<file path="src/source/rs_pkg.sv">
// reservation station shared definitions
// widths and sizes used by the RTL and the testbench

`default_nettype none

package rs_pkg;

    // ========================================
    // register file and broadcast bus
    // ========================================
    localparam int unsigned PHYS_REGS = 128;
    localparam int unsigned TAG_W     = $clog2(PHYS_REGS);  // 7 bits
    localparam int unsigned CDB_WIDTH = 2;                  // broadcast lanes

    // ========================================
    // station sizing
    // ========================================
    localparam int unsigned RS_ENTRIES = 4;
    localparam int unsigned IDX_W      = $clog2(RS_ENTRIES);

    // ========================================
    // instruction fields
    // ========================================
    // carried through untouched, only the tags are looked at
    localparam int unsigned ROB_W = 5;   // reorder buffer index
    localparam int unsigned OPC_W = 4;   // opcode
    localparam int unsigned FU_W  = 2;   // functional unit type
    localparam int unsigned IMM_W = 16;  // immediate

endpackage

`default_nettype wire
</file>
<file path="src/source/rs_top.sv">
// reservation station top level
// allocator, slots and issue select for a single issue port

`timescale 1ns/1ps
`default_nettype none

module rs_top (
    input  wire logic                                            clk,
    input  wire logic                                            reset,
    input  wire logic                                            flush_i,
    input  wire logic                                            disp_valid_i,
    input  wire logic [rs_pkg::ROB_W-1:0]                        disp_rob_idx_i,
    input  wire logic [rs_pkg::OPC_W-1:0]                        disp_opcode_i,
    input  wire logic [rs_pkg::FU_W-1:0]                         disp_fu_type_i,
    input  wire logic [rs_pkg::IMM_W-1:0]                        disp_imm_i,
    input  wire logic [rs_pkg::TAG_W-1:0]                        disp_dest_tag_i,
    input  wire logic [rs_pkg::TAG_W-1:0]                        disp_src1_tag_i,
    input  wire logic                                            disp_src1_ready_i,
    input  wire logic [rs_pkg::TAG_W-1:0]                        disp_src2_tag_i,
    input  wire logic                                            disp_src2_ready_i,
    input  wire logic [rs_pkg::CDB_WIDTH-1:0]                    cdb_valid_i,
    input  wire logic [rs_pkg::CDB_WIDTH-1:0][rs_pkg::TAG_W-1:0] cdb_tag_i,
    output logic                                                 rs_full_o,
    output logic                                                 issue_valid_o,
    output logic      [rs_pkg::ROB_W-1:0]                        issue_rob_idx_o,
    output logic      [rs_pkg::OPC_W-1:0]                        issue_opcode_o,
    output logic      [rs_pkg::FU_W-1:0]                         issue_fu_type_o,
    output logic      [rs_pkg::IMM_W-1:0]                        issue_imm_o,
    output logic      [rs_pkg::TAG_W-1:0]                        issue_dest_tag_o,
    output logic      [rs_pkg::TAG_W-1:0]                        issue_src1_tag_o,
    output logic      [rs_pkg::TAG_W-1:0]                        issue_src2_tag_o
);

    localparam int unsigned N = rs_pkg::RS_ENTRIES;

    logic                              disp_valid;   // no allocation while flushing
    logic [N-1:0]                      alloc_grant;
    logic [N-1:0]                      issue_grant;
    logic [N-1:0]                      busy;
    logic [N-1:0]                      ready;
    logic [N-1:0][rs_pkg::ROB_W-1:0]   slot_rob_idx;
    logic [N-1:0][rs_pkg::OPC_W-1:0]   slot_opcode;
    logic [N-1:0][rs_pkg::FU_W-1:0]    slot_fu_type;
    logic [N-1:0][rs_pkg::IMM_W-1:0]   slot_imm;
    logic [N-1:0][rs_pkg::TAG_W-1:0]   slot_dest_tag;
    logic [N-1:0][rs_pkg::TAG_W-1:0]   slot_src1_tag;
    logic [N-1:0][rs_pkg::TAG_W-1:0]   slot_src2_tag;

    assign disp_valid = disp_valid_i && !flush_i;

    rs_alloc u_alloc (
        .disp_valid_i (disp_valid),
        .busy_i       (busy),
        .alloc_o      (alloc_grant),
        .full_o       (rs_full_o)    // strobes while full are dropped
    );

    // ========================================
    // station slots
    // ========================================
    for (genvar g = 0; g < N; g++) begin : g_slot
        rs_entry u_entry (
            .clk               (clk),
            .reset             (reset),
            .flush_i           (flush_i),
            .alloc_i           (alloc_grant[g]),
            .disp_rob_idx_i    (disp_rob_idx_i),
            .disp_opcode_i     (disp_opcode_i),
            .disp_fu_type_i    (disp_fu_type_i),
            .disp_imm_i        (disp_imm_i),
            .disp_dest_tag_i   (disp_dest_tag_i),
            .disp_src1_tag_i   (disp_src1_tag_i),
            .disp_src1_ready_i (disp_src1_ready_i),
            .disp_src2_tag_i   (disp_src2_tag_i),
            .disp_src2_ready_i (disp_src2_ready_i),
            .cdb_valid_i       (cdb_valid_i),
            .cdb_tag_i         (cdb_tag_i),
            .issue_grant_i     (issue_grant[g]),
            .busy_o            (busy[g]),
            .ready_o           (ready[g]),
            .rob_idx_o         (slot_rob_idx[g]),
            .opcode_o          (slot_opcode[g]),
            .fu_type_o         (slot_fu_type[g]),
            .imm_o             (slot_imm[g]),
            .dest_tag_o        (slot_dest_tag[g]),
            .src1_tag_o        (slot_src1_tag[g]),
            .src2_tag_o        (slot_src2_tag[g])
        );
    end

    rs_select u_select (
        .clk              (clk),
        .reset            (reset),
        .flush_i          (flush_i),
        .ready_i          (ready),
        .rob_idx_i        (slot_rob_idx),
        .opcode_i         (slot_opcode),
        .fu_type_i        (slot_fu_type),
        .imm_i            (slot_imm),
        .dest_tag_i       (slot_dest_tag),
        .src1_tag_i       (slot_src1_tag),
        .src2_tag_i       (slot_src2_tag),
        .grant_o          (issue_grant),
        .issue_valid_o    (issue_valid_o),
        .issue_rob_idx_o  (issue_rob_idx_o),
        .issue_opcode_o   (issue_opcode_o),
        .issue_fu_type_o  (issue_fu_type_o),
        .issue_imm_o      (issue_imm_o),
        .issue_dest_tag_o (issue_dest_tag_o),
        .issue_src1_tag_o (issue_src1_tag_o),
        .issue_src2_tag_o (issue_src2_tag_o)
    );

endmodule

`default_nettype wire

</file>
<file path="src/source/rs_select.sv">
// reservation station issue select
// grants the lowest-index ready slot and registers its fields
// onto the issue port, one instruction per cycle

`timescale 1ns/1ps
`default_nettype none

module rs_select (
    input  wire logic                                            clk,
    input  wire logic                                            reset,
    input  wire logic                                            flush_i,
    input  wire logic [rs_pkg::RS_ENTRIES-1:0]                   ready_i,
    input  wire logic [rs_pkg::RS_ENTRIES-1:0][rs_pkg::ROB_W-1:0] rob_idx_i,
    input  wire logic [rs_pkg::RS_ENTRIES-1:0][rs_pkg::OPC_W-1:0] opcode_i,
    input  wire logic [rs_pkg::RS_ENTRIES-1:0][rs_pkg::FU_W-1:0]  fu_type_i,
    input  wire logic [rs_pkg::RS_ENTRIES-1:0][rs_pkg::IMM_W-1:0] imm_i,
    input  wire logic [rs_pkg::RS_ENTRIES-1:0][rs_pkg::TAG_W-1:0] dest_tag_i,
    input  wire logic [rs_pkg::RS_ENTRIES-1:0][rs_pkg::TAG_W-1:0] src1_tag_i,
    input  wire logic [rs_pkg::RS_ENTRIES-1:0][rs_pkg::TAG_W-1:0] src2_tag_i,
    output logic      [rs_pkg::RS_ENTRIES-1:0]                   grant_o,
    output logic                                                 issue_valid_o,
    output logic      [rs_pkg::ROB_W-1:0]                        issue_rob_idx_o,
    output logic      [rs_pkg::OPC_W-1:0]                        issue_opcode_o,
    output logic      [rs_pkg::FU_W-1:0]                         issue_fu_type_o,
    output logic      [rs_pkg::IMM_W-1:0]                        issue_imm_o,
    output logic      [rs_pkg::TAG_W-1:0]                        issue_dest_tag_o,
    output logic      [rs_pkg::TAG_W-1:0]                        issue_src1_tag_o,
    output logic      [rs_pkg::TAG_W-1:0]                        issue_src2_tag_o
);

    logic                     any_ready;
    logic [rs_pkg::IDX_W-1:0] sel_idx;
    logic                     do_issue;

    // lowest ready index
    always_comb begin
        any_ready = 1'b0;
        sel_idx   = '0;
        for (int i = 0; i < rs_pkg::RS_ENTRIES; i++) begin
            if (!any_ready && ready_i[i]) begin
                any_ready = 1'b1;
                sel_idx   = rs_pkg::IDX_W'(i);
            end
        end
    end

    assign do_issue = any_ready && !flush_i;  // flush discards the grant

    always_comb begin
        grant_o = '0;
        if (do_issue)
            grant_o[sel_idx] = 1'b1;
    end

    // ========================================
    // issue register
    // ========================================
    always_ff @(posedge clk or posedge reset) begin
        if (reset) begin
            issue_valid_o    <= 1'b0;
            issue_rob_idx_o  <= '0;
            issue_opcode_o   <= '0;
            issue_fu_type_o  <= '0;
            issue_imm_o      <= '0;
            issue_dest_tag_o <= '0;
            issue_src1_tag_o <= '0;
            issue_src2_tag_o <= '0;
        end else if (do_issue) begin
            issue_valid_o    <= 1'b1;
            issue_rob_idx_o  <= rob_idx_i[sel_idx];
            issue_opcode_o   <= opcode_i[sel_idx];
            issue_fu_type_o  <= fu_type_i[sel_idx];
            issue_imm_o      <= imm_i[sel_idx];
            issue_dest_tag_o <= dest_tag_i[sel_idx];
            issue_src1_tag_o <= src1_tag_i[sel_idx];
            issue_src2_tag_o <= src2_tag_i[sel_idx];
        end else begin
            // idle or flushed, fields read zero
            issue_valid_o    <= 1'b0;
            issue_rob_idx_o  <= '0;
            issue_opcode_o   <= '0;
            issue_fu_type_o  <= '0;
            issue_imm_o      <= '0;
            issue_dest_tag_o <= '0;
            issue_src1_tag_o <= '0;
            issue_src2_tag_o <= '0;
        end
    end

endmodule

`default_nettype wire

</file>
<file path="src/source/rs_alloc.sv">
// reservation station allocator
// steers a dispatch into the lowest free slot and flags a full station

`timescale 1ns/1ps
`default_nettype none

module rs_alloc (
    input  wire logic                           disp_valid_i,
    input  wire logic [rs_pkg::RS_ENTRIES-1:0]  busy_i,
    output logic      [rs_pkg::RS_ENTRIES-1:0]  alloc_o,
    output logic                                full_o
);

    logic [rs_pkg::RS_ENTRIES-1:0] free;
    logic                          found;

    assign free   = ~busy_i;
    assign full_o = &busy_i;  // no free slot left

    // priority encoder, lowest free index wins
    always_comb begin
        alloc_o = '0;
        found   = 1'b0;
        for (int i = 0; i < rs_pkg::RS_ENTRIES; i++) begin
            if (!found && free[i]) begin
                found      = 1'b1;
                alloc_o[i] = disp_valid_i;  // nothing when no dispatch
            end
        end
    end

endmodule

`default_nettype wire

</file>
<file path="src/source/rs_entry.sv">
// reservation station slot
// holds one waiting instruction, wakes its sources from the CDB
// in the same cycle and frees itself when granted for issue

`timescale 1ns/1ps
`default_nettype none

module rs_entry (
    input  wire logic                                          clk,
    input  wire logic                                          reset,
    input  wire logic                                          flush_i,
    input  wire logic                                          alloc_i,
    input  wire logic [rs_pkg::ROB_W-1:0]                      disp_rob_idx_i,
    input  wire logic [rs_pkg::OPC_W-1:0]                      disp_opcode_i,
    input  wire logic [rs_pkg::FU_W-1:0]                       disp_fu_type_i,
    input  wire logic [rs_pkg::IMM_W-1:0]                      disp_imm_i,
    input  wire logic [rs_pkg::TAG_W-1:0]                      disp_dest_tag_i,
    input  wire logic [rs_pkg::TAG_W-1:0]                      disp_src1_tag_i,
    input  wire logic                                          disp_src1_ready_i,
    input  wire logic [rs_pkg::TAG_W-1:0]                      disp_src2_tag_i,
    input  wire logic                                          disp_src2_ready_i,
    input  wire logic [rs_pkg::CDB_WIDTH-1:0]                  cdb_valid_i,
    input  wire logic [rs_pkg::CDB_WIDTH-1:0][rs_pkg::TAG_W-1:0] cdb_tag_i,
    input  wire logic                                          issue_grant_i,
    output logic                                               busy_o,
    output logic                                               ready_o,
    output logic [rs_pkg::ROB_W-1:0]                           rob_idx_o,
    output logic [rs_pkg::OPC_W-1:0]                           opcode_o,
    output logic [rs_pkg::FU_W-1:0]                            fu_type_o,
    output logic [rs_pkg::IMM_W-1:0]                           imm_o,
    output logic [rs_pkg::TAG_W-1:0]                           dest_tag_o,
    output logic [rs_pkg::TAG_W-1:0]                           src1_tag_o,
    output logic [rs_pkg::TAG_W-1:0]                           src2_tag_o
);

    logic busy;
    logic src1_rdy, src2_rdy;   // sticky ready flags
    logic src1_hit, src2_hit;   // stored tags seen on the CDB this cycle
    logic disp1_hit, disp2_hit; // incoming tags seen on the CDB this cycle

    // any valid lane carrying this tag
    function automatic logic cdb_match(input logic [rs_pkg::TAG_W-1:0] tag);
        logic hit;
        hit = 1'b0;
        for (int k = 0; k < rs_pkg::CDB_WIDTH; k++) begin
            if (cdb_valid_i[k] && (cdb_tag_i[k] == tag))
                hit = 1'b1;
        end
        return hit;
    endfunction

    // ========================================
    // wakeup
    // ========================================
    always_comb begin
        src1_hit  = cdb_match(src1_tag_o);
        src2_hit  = cdb_match(src2_tag_o);
        disp1_hit = cdb_match(disp_src1_tag_i);  // tag produced during dispatch
        disp2_hit = cdb_match(disp_src2_tag_i);
    end

    // bypass so a hit this cycle can be selected right away
    assign ready_o = busy && (src1_rdy || src1_hit) && (src2_rdy || src2_hit);
    assign busy_o  = busy;

    // ========================================
    // slot state
    // ========================================
    always_ff @(posedge clk or posedge reset) begin
        if (reset) begin
            busy     <= 1'b0;
            src1_rdy <= 1'b0;
            src2_rdy <= 1'b0;
        end else if (flush_i) begin
            busy     <= 1'b0;
            src1_rdy <= 1'b0;
            src2_rdy <= 1'b0;
        end else if (alloc_i) begin
            // allocator only picks a free slot
            busy     <= 1'b1;
            src1_rdy <= disp_src1_ready_i || disp1_hit;
            src2_rdy <= disp_src2_ready_i || disp2_hit;
        end else if (issue_grant_i) begin
            busy     <= 1'b0;  // free in the issue cycle
            src1_rdy <= 1'b0;
            src2_rdy <= 1'b0;
        end else if (busy) begin
            src1_rdy <= src1_rdy || src1_hit;
            src2_rdy <= src2_rdy || src2_hit;
        end
    end

    // instruction payload loaded on allocation
    always_ff @(posedge clk) begin
        if (alloc_i) begin
            rob_idx_o  <= disp_rob_idx_i;
            opcode_o   <= disp_opcode_i;
            fu_type_o  <= disp_fu_type_i;
            imm_o      <= disp_imm_i;
            dest_tag_o <= disp_dest_tag_i;
            src1_tag_o <= disp_src1_tag_i;
            src2_tag_o <= disp_src2_tag_i;
        end
    end

endmodule

`default_nettype wire

</file>
<file path="config.mk">
export PLATFORM = sky130hd
export DESIGN_NAME = rs_top
export DESIGN_NICKNAME = d
export VERILOG_FILES = /design/src/source/rs_pkg.sv /design/src/source/rs_top.sv /design/src/source/rs_select.sv /design/src/source/rs_alloc.sv /design/src/source/rs_entry.sv
export SDC_FILE = /design/constraint.sdc
export NUM_CORES = 1
export LEC_CHECK = 0
export BUFFER_PORTS_ARGS = -buffer_cell sky130_fd_sc_hd__buf_4
export CELL_PAD_IN_SITES_DETAIL_PLACEMENT = 0
export CELL_PAD_IN_SITES_GLOBAL_PLACEMENT = 2
export CORE_MARGIN = 3
export CORE_UTILIZATION = 25
export CTS_CLUSTER_DIAMETER = 200
export DETAILED_ROUTE_END_ITERATION = 6
export MAX_ROUTING_LAYER = met4
export PLACE_DENSITY_LB_ADDON = 0.1
export SLEW_MARGIN = 10
export SYNTH_ARGS = -nofsm -noshare
export SYNTH_HDL_FRONTEND = slang
export SYNTH_SLANG_ARGS = --single-unit
export TNS_END_PERCENT = 50
</file>
<file path="constraint.sdc">
create_clock -name clk -period 11 [get_ports clk]
set_input_delay 0.55 -clock clk [delete_from_list [all_inputs] [get_ports clk]]
set_output_delay 0.55 -clock clk [all_outputs]
set_load 0.02 [all_outputs]
</file>
==> results.md, run 1 <==
* Later-pin clock latency in the skew report at 580 ps
* Mapped Cells at around 830
* Run status: finished clean
* Clk pwr share at 45.7%
* Vias in the first global route at 7920
* Rows at 76
* Largest net degree at the start of global routing at 52
* Die H at between 200 and 250 um
* Min Tclk post-route at 3490 ps
* Area of the multi-input gates at 3640 um2
* Crit path max-delay cell type: nor4_1
* GP Congestion at around 0.8
* Number of synthesized register bits at 253
* Sequential area share after synthesis at 65.1%
* Worst vdd ir at 0.122 mV
* Clock Skew at 12.6 ps
* Post-synth EDFFs at between 150 and 200
* Hold/Removal Path Class: primary input to flop
* First-pass GRT wire length at 56100 um
* FF-to-FF path depth at 9
* Area grow syn2layout at 22.6%
* IO Count at 120
* DP Cell Count at between 1000 and 1500
* Simple-Gate Fraction of Synth Area at 6.11%
* Xor/xnor cell area share of the yosys netlist at between 10% and 20%
* Measured slew at the worst slew-check pin at 907 ps
* Syn Nets at between 900 and 1000
* Max_cap viols at 0
* Post-CTS Hold Buffers at 1
* DR pass1 iterations at 4
* Achievable Freq at 0.286 GHz
* Routed WL at 38300 um
* Crit path kind: flop to flop
* Clk slew on worst S/H paths at 60 ps
* Final hold vios at 0
* Congestion Overflow GR at 0
* Worst EP arrival at between 3000 and 4000 ps
* Hold path depth at 1
* Post-CTS sizing at 0
* DIE AREA at 47400 um2
* Seq. cell area at 7290 um2
* Switching share of power at 22.8%
* Cell family with most CP delay: compound AO/OA/AOI/OAI gates
* DR WL/cell at 24.8 um
* Ys async rst share at 24.1%
* H-tree depth at 1
* # nets final at 1006
* Worst path depth at 9
* Adder-Cell Fraction of Synth Area at 0%
* # diodes at 0
* Top FF cell, synth: edfxtp_1
* Residual DRC at 0
* Initial antenna violation count at 0
* Worst slew margin at 38.9%
* Leakage power at 4.78 nW
* RSZ-0062 raised after global routing: false
* P per Cell Area at 159 nW/um2
* CTS Buf Count at 31
* Crit path launch type: flop
* Top cell by count, worst path: buf_4
* Core Area at 43600 um2
* Setup_tns at 0 ps
* Setup bufs post-CTS at 0
* Worst hold slack at 172 ps
* CTS root buffer: clkbuf_16
* NetSw at 0.000500 W
* Post-synth cell types at 44
* Via-per-instance ratio at 4.84
* Post-DP HPWL at 23800 um
* Post-synthesis mux area share at less than 1%
* Flop pwr share at 48.3%
* Worst Path Buf+Inv at 2
* Final Setup Violations at 0
* Comb pwr share at about 6.0%
* Crit-path max FO at 32
* Initial DRC Count at 414
* Fillcell total at 4360
* YS warnings at 0
* Port Buf Inserts at approximately 120
* Mapped Area at 11200 um2
* Gr usage total at 16.5%
* Post-layout util at 31.5%
* Die W at 218 um
* Crit path required time at 11500 ps
* Starting Density at around a quarter
* Pins Over Slew Limit at 0
* Largest family of logic cells by synthesized area: compound AO/OA/AOI/OAI gates
* CP cell instances: xor2_1 > nor4_1 > a41oi_1 > a221oi_4 > buf_4 > nor2_4 > a21o_2 > buf_4 > a21oi_1
* Syn avg cell area at ~13 um2
* CTS tree: done
* Delay of the slowest critical-path stage at between 500 and 600 ps
* Int Pwr at 0.00169 W
* Final period util at a little under a third
* Critical path endpoint category: flop
* Vias post-DR at approximately 7500
* Layout cell share with drive strength beyond 1 at a little over a fifth
* CTS Buffer Depth at 3
* # clock sinks at between 200 and 300
* Fin cells at 1546
* Compound-cell area share of the yosys netlist at 14.8%
* Number of antenna-violating nets in the routed design at 0
Yosys cell counts (2+ instances only):
| master | n | area share [%] |
|---|---|---|
| nor2_1 | 26 | 0.87 |
| dfrtp_1 | 61 | 14 |
| o211ai_1 | 2 | 0.13 |
| xnor2_1 | 80 | 6.3 |
| buf_2 | 33 | 1.5 |
| a41o_1 | 4 | 0.36 |
| o21ai_0 | 54 | 2.4 |
| a21o_1 | 3 | 0.20 |
| buf_1 | 2 | 0.067 |
| a21oi_1 | 59 | 2.6 |
| nor3b_1 | 5 | 0.34 |
| o2bb2ai_1 | 49 | 3.8 |
| clkbuf_1 | 33 | 1.1 |
| inv_1 | 4 | 0.13 |
| nand2_1 | 3 | 0.10 |
| nor3_1 | 5 | 0.22 |
| or3_1 | 2 | 0.11 |
| nand4_1 | 23 | 1.3 |
| o21bai_1 | 2 | 0.13 |
| nand3_1 | 48 | 2.1 |
| nor4_1 | 10 | 0.56 |
| a41oi_1 | 4 | 0.31 |
| edfxtp_1 | 192 | 51 |
| o221ai_1 | 2 | 0.16 |
| xor2_1 | 60 | 4.7 |
| a32oi_1 | 48 | 3.8 |
| o21a_1 | 2 | 0.13 |
path summary, 6_finish.rpt:
| path | start | endpoint | slack, ps |
|---|---|---|---|
| worst min register to register | g_slot[2].u_entry.rob_idx_o[2]$_DFFE_PP_ | u_select.issue_rob_idx_o[2]$_DFF_PP0_ | 510 |
| worst max-delay path | g_slot[1].u_entry.src2_tag_o[5]$_DFFE_PP_ | u_select.issue_src2_tag_o[4]$_DFF_PP0_ | 7510 |
| max in group asynchronous | reset | u_select.issue_src2_tag_o[2]$_DFF_PP0_ | 9450 |
| min in group asynchronous | reset | u_select.issue_imm_o[11]$_DFF_PP0_ | 490 |
| worst min-delay path | disp_fu_type_i[1] | g_slot[3].u_entry.fu_type_o[1]$_DFFE_PP_ | 170 |
| worst max register to register | g_slot[1].u_entry.src2_tag_o[5]$_DFFE_PP_ | u_select.issue_src2_tag_o[4]$_DFF_PP0_ | 7510 |
per-stage QoR:
step | instance area [um2] | setup slack, ps | power [W]
3_3_place_gp | 12700 | 7190 | 0.00121
5_1_grt | 13700 | 7350 | 0.00228
4_1_cts | 13700 | 7540 | 0.00222
6_report | 13700 | 7510 | 0.00219
2_1_floorplan | 11200 | 6030 | 0.00114
3_5_place_dp | 12700 | 7260 | 0.00121
worst register-to-register path, cell delays in order (launching register included):
cell	delay (ps)
edfxtp_1	480
xor2_1	180
nor4_1	590
a41oi_1	360
a221oi_4	340
buf_4	440
nor2_4	90
a21o_2	370
buf_4	330
a21oi_1	230
registers in the layout (all words and copies together) (netlist names), 5 cells and up:
name	cells
g_slot.u_entry.opcode_o	16
g_slot.u_entry.rob_idx_o	20
u_select.issue_rob_idx_o	5
g_slot.u_entry.src2_tag_o	28
u_select.issue_src2_tag_o	7
u_select.issue_dest_tag_o	7
g_slot.u_entry.imm_o	64
u_select.issue_imm_o	16
g_slot.u_entry.dest_tag_o	28
g_slot.u_entry.src1_tag_o	28
u_select.issue_src1_tag_o	7
g_slot.u_entry.fu_type_o	8
power groups by stage:
stage	logic [W]	clock network [W]	registers (W)
finish	0.000131	0.000999	0.00106
global route	0.000144	0.00107	0.00106
CTS	0.000134	0.00103	0.00106
detailed placement	0.000133	0	0.00108
global placement	0.000135	0	0.00108
floorplan	0.0000695	0	0.00107
cells in the final DEF, fill, tap and decap left out, types with 3 or more instances in the layout:
master / netlist / layout
a21oi_1: 59 / 59
a32oi_1: 48 / 48
a41o_1: 4 / 4
a41oi_1: 4 / 4
buf_4: 0 / 138
clkbuf_1: 33 / 9
clkbuf_16: 0 / 31
clkbuf_8: 0 / 3
clkinv_2: 0 / 8
dfrtp_1: 61 / 61
edfxtp_1: 192 / 192
inv_1: 4 / 3
nand2_1: 3 / 3
nand3_1: 48 / 48
nand4_1: 23 / 23
nor2_1: 26 / 25
nor3_1: 5 / 3
nor3b_1: 5 / 4
nor4_1: 10 / 10
o21ai_0: 54 / 54
o2bb2ai_1: 49 / 49
xnor2_1: 80 / 80
xor2_1: 60 / 60
logic make-up (layout without fill, tap and decap cells):
logic type | count (synthesis) | after routing
AOI/OAI and AO/OA | 236 | 236
xor gates and xnor gates | 140 | 140
buffers and inverters | 73 | 201
DFF | 253 | 253
muxes | 2 | 2
and+or+nand+nor | 129 | 129
per-layer routing:
layer	vias up	wire length, um	global-route usage (%)	share of wire [%]
met2	146	17800	25.8	46
met3	45	1700	2.77	4.4
met1	3871	18200	22.8	48
li1	3413	-	-	-
met4	0	635	3.04	1.7
met5	-	0	-	0
area by class of cell:
| cell class | count | share of cell area [%] |
|---|---|---|
| inverters | 4 | 0.118 |
| clock buffers | 43 | 6.20 |
| clock inverters | 15 | 1.10 |
| well taps | 585 | 5.33 |
| flip-flops and latches | 253 | 53.1 |
| multi-input cells | 507 | 26.5 |
| repair buffers | 139 | 7.62 |
Note: power is estimated with default switching activity, not from simulation.
==> run 2: changes to the inputs <==
==> constraint.sdc (replaced) <==
create_clock -name clk -period 3.55 [get_ports clk]
set_input_delay 0.1775 -clock clk [delete_from_list [all_inputs] [get_ports clk]]
set_output_delay 0.1775 -clock clk [all_outputs]
set_load 0.02 [all_outputs]
==> results.md, run 2 (synthesis gave the netlist of run 1 again) <==
* Run status: finished clean
* Vias in the first global route at 8299
* Number of antenna-violating nets in the routed design at 0
* Dpl ws at around 500 ps
* Crit path kind: flop to flop
* Measured slew at the worst slew-check pin at roughly 1100 ps
* Worst vdd ir at 0.353 mV
* Min Tclk post-route at 3010 ps
* Crit-path max FO at 26
* Delay of the slowest critical-path stage at 480 ps
* Top layer reached by signal wires: met4
* Post-CTS sizing at 0
* Rows at 76
* Most flop-heavy register: g_slot.u_entry.imm_o
* # clock sinks at 253
* Setup WS post-layout at 539 ps
* Most common cell after layout, fill and taps aside: edfxtp_1
* DR pass1 iterations at 5
* Metal-1 WL at approximately 18000 um
* Setup bufs post-CTS at 0
* # nets final at around 1100
* IO Count at 120
* GP Congestion at 0.771
* Vias post-DR at 7643
* Gr usage total at 17.1%
* Residual DRC at 0
* First-pass GRT wire length at 58300 um
* Clk slew on worst S/H paths at approximately 60 ps
* Worst slew margin at approximately 29%
* Area grow syn2layout at 28.1%
* Starting Density at 25.7%
* Setup_tns at 0 ps
* Die W at 218 um
* Metal3 WL at between 1000 and 1500 um
* Final period util at 84.8%
* Layout cell share with drive strength beyond 1 at between 20% and 30%
* Final Setup Violations at 0
* CTS tree: done
* Crit path launch type: flop
* Hold/Removal Path Class: primary input to flop
* Crit path required time at about 4000 ps
* H-tree depth at 1
* Cell family with most CP delay: compound AO/OA/AOI/OAI gates
* Commonest cells after routing, fill and taps aside: edfxtp_1, buf_4, xnor2_1
* Met2 wire len at between 15000 and 20000 um
* Core Area at around 44000 um2
* Via-per-instance ratio at 4.75
* Pins Over Slew Limit at 0
* Initial antenna violation count at 1
* Leakage power at 5.04 nW
* Initial DRC Count at approximately 430
* CTS Buffer Depth at 3
* Largest net degree at the start of global routing at 46
* CP cell instances: xor2_1 > nor4_1 > buf_4 > a41oi_1 > a221oi_4 > buf_4 > nand3_1 > o2bb2ai_1 > a21oi_1
* Post-DP HPWL at approximately 24000 um
* Max_cap viols at 0
* Congestion Overflow GR at 0
* Top cell by count, worst path: buf_4
* CTS Buf Count at 31
* Die H at 218 um
* Worst Path Buf+Inv at 2
* Worst EP arrival at approximately 3500 ps
* RSZ-0062 raised after global routing: false
* DIE AREA at 47400 um2
* Final hold vios at 0
* Clock Skew at 13.5 ps
* Routed WL at between 30000 and 40000 um
* Port Buf Inserts at about 120
* Later-pin clock latency in the skew report at 570 ps
* DR WL/cell at 24.8 um
* Achievable Freq at ~0.33 GHz
* CTS root buffer: clkbuf_16
* Critical path endpoint category: flop
* Max FFs per register at 64
* P per Cell Area at 472 nW/um2
* Crit path max-delay cell type: a221oi_4
-- run 2: path summary, 6_finish.rpt --
path                       depth (start not counted)  slack, ps                                     end                                 startpoint
setup / recovery                                   9        540       u_select.issue_imm_o[4]$_DFF_PP0_  g_slot[1].u_entry.src2_tag_o[5]$_DFFE_PP_
hold / removal                                     5        130  g_slot[0].u_entry.src1_rdy$_DFFE_PP0P_                          disp_src1_ready_i
setup reg to reg                                   9        540       u_select.issue_imm_o[4]$_DFF_PP0_  g_slot[1].u_entry.src2_tag_o[5]$_DFFE_PP_
hold reg to reg                                    2        510    u_select.issue_opcode_o[1]$_DFF_PP0_    g_slot[2].u_entry.opcode_o[1]$_DFFE_PP_
max in group asynchronous                          4       2290      u_select.issue_imm_o[15]$_DFF_PP0_                                      reset
min in group asynchronous                          3        390       u_select.issue_imm_o[6]$_DFF_PP0_                                      reset
-- run 2: where the power goes --
group	total, W	internal [W]	switching [W]
registers	0.00328	0.00325	0.0000285
logic	0.000462	0.000195	0.000267
clock network	0.00304	0.00181	0.00123
-- run 2: area by class of cell --
class	count	area, um2
Sequential cell	253	7290
Timing Repair Buffer	201	1680
Antenna cell	1	2.50
Clock inverter	7	65.1
Multi-Input combinational cell	507	3650
Inverter	4	16.3
Fill cell	4383	29300
Clock buffer	51	911
Tap cell	585	732
-- run 2: repair_timing --
action / CTS / global route
endpoints found under the setup margin: 0 / 0
hold buffers: 52 / 0
endpoints found under the hold margin: 244 / 0
-- run 2: per-stage QoR --
stage	total power (W)	util [%]	cells	hold WS, ps	cell area [um2]
global route	0.00705	32.9	1609	161	14300
detailed placement	0.00376	29.4	1498	388	12800
global placement	0.00376	29.4	1498	384	12800
finish	0.00677	32.9	1609	125	14300
CTS	0.00689	32.9	1608	95.0	14300
floorplan	0.00354	-	833	276	11200
-- run 2: worst min-delay path: stages --
cell and delay [ps]:
buf_4 80, a41oi_1 30, o21ai_0 70, buf_4 170
a22o_1 140
-- run 2: layer usage --
metal  track usage (%)  vias to the layer above
li1                  -                     3540
met1              23.2                     3902
met2              28.2                      156
met3              1.89                       45
met4              3.26                        0
met5                 -                        -
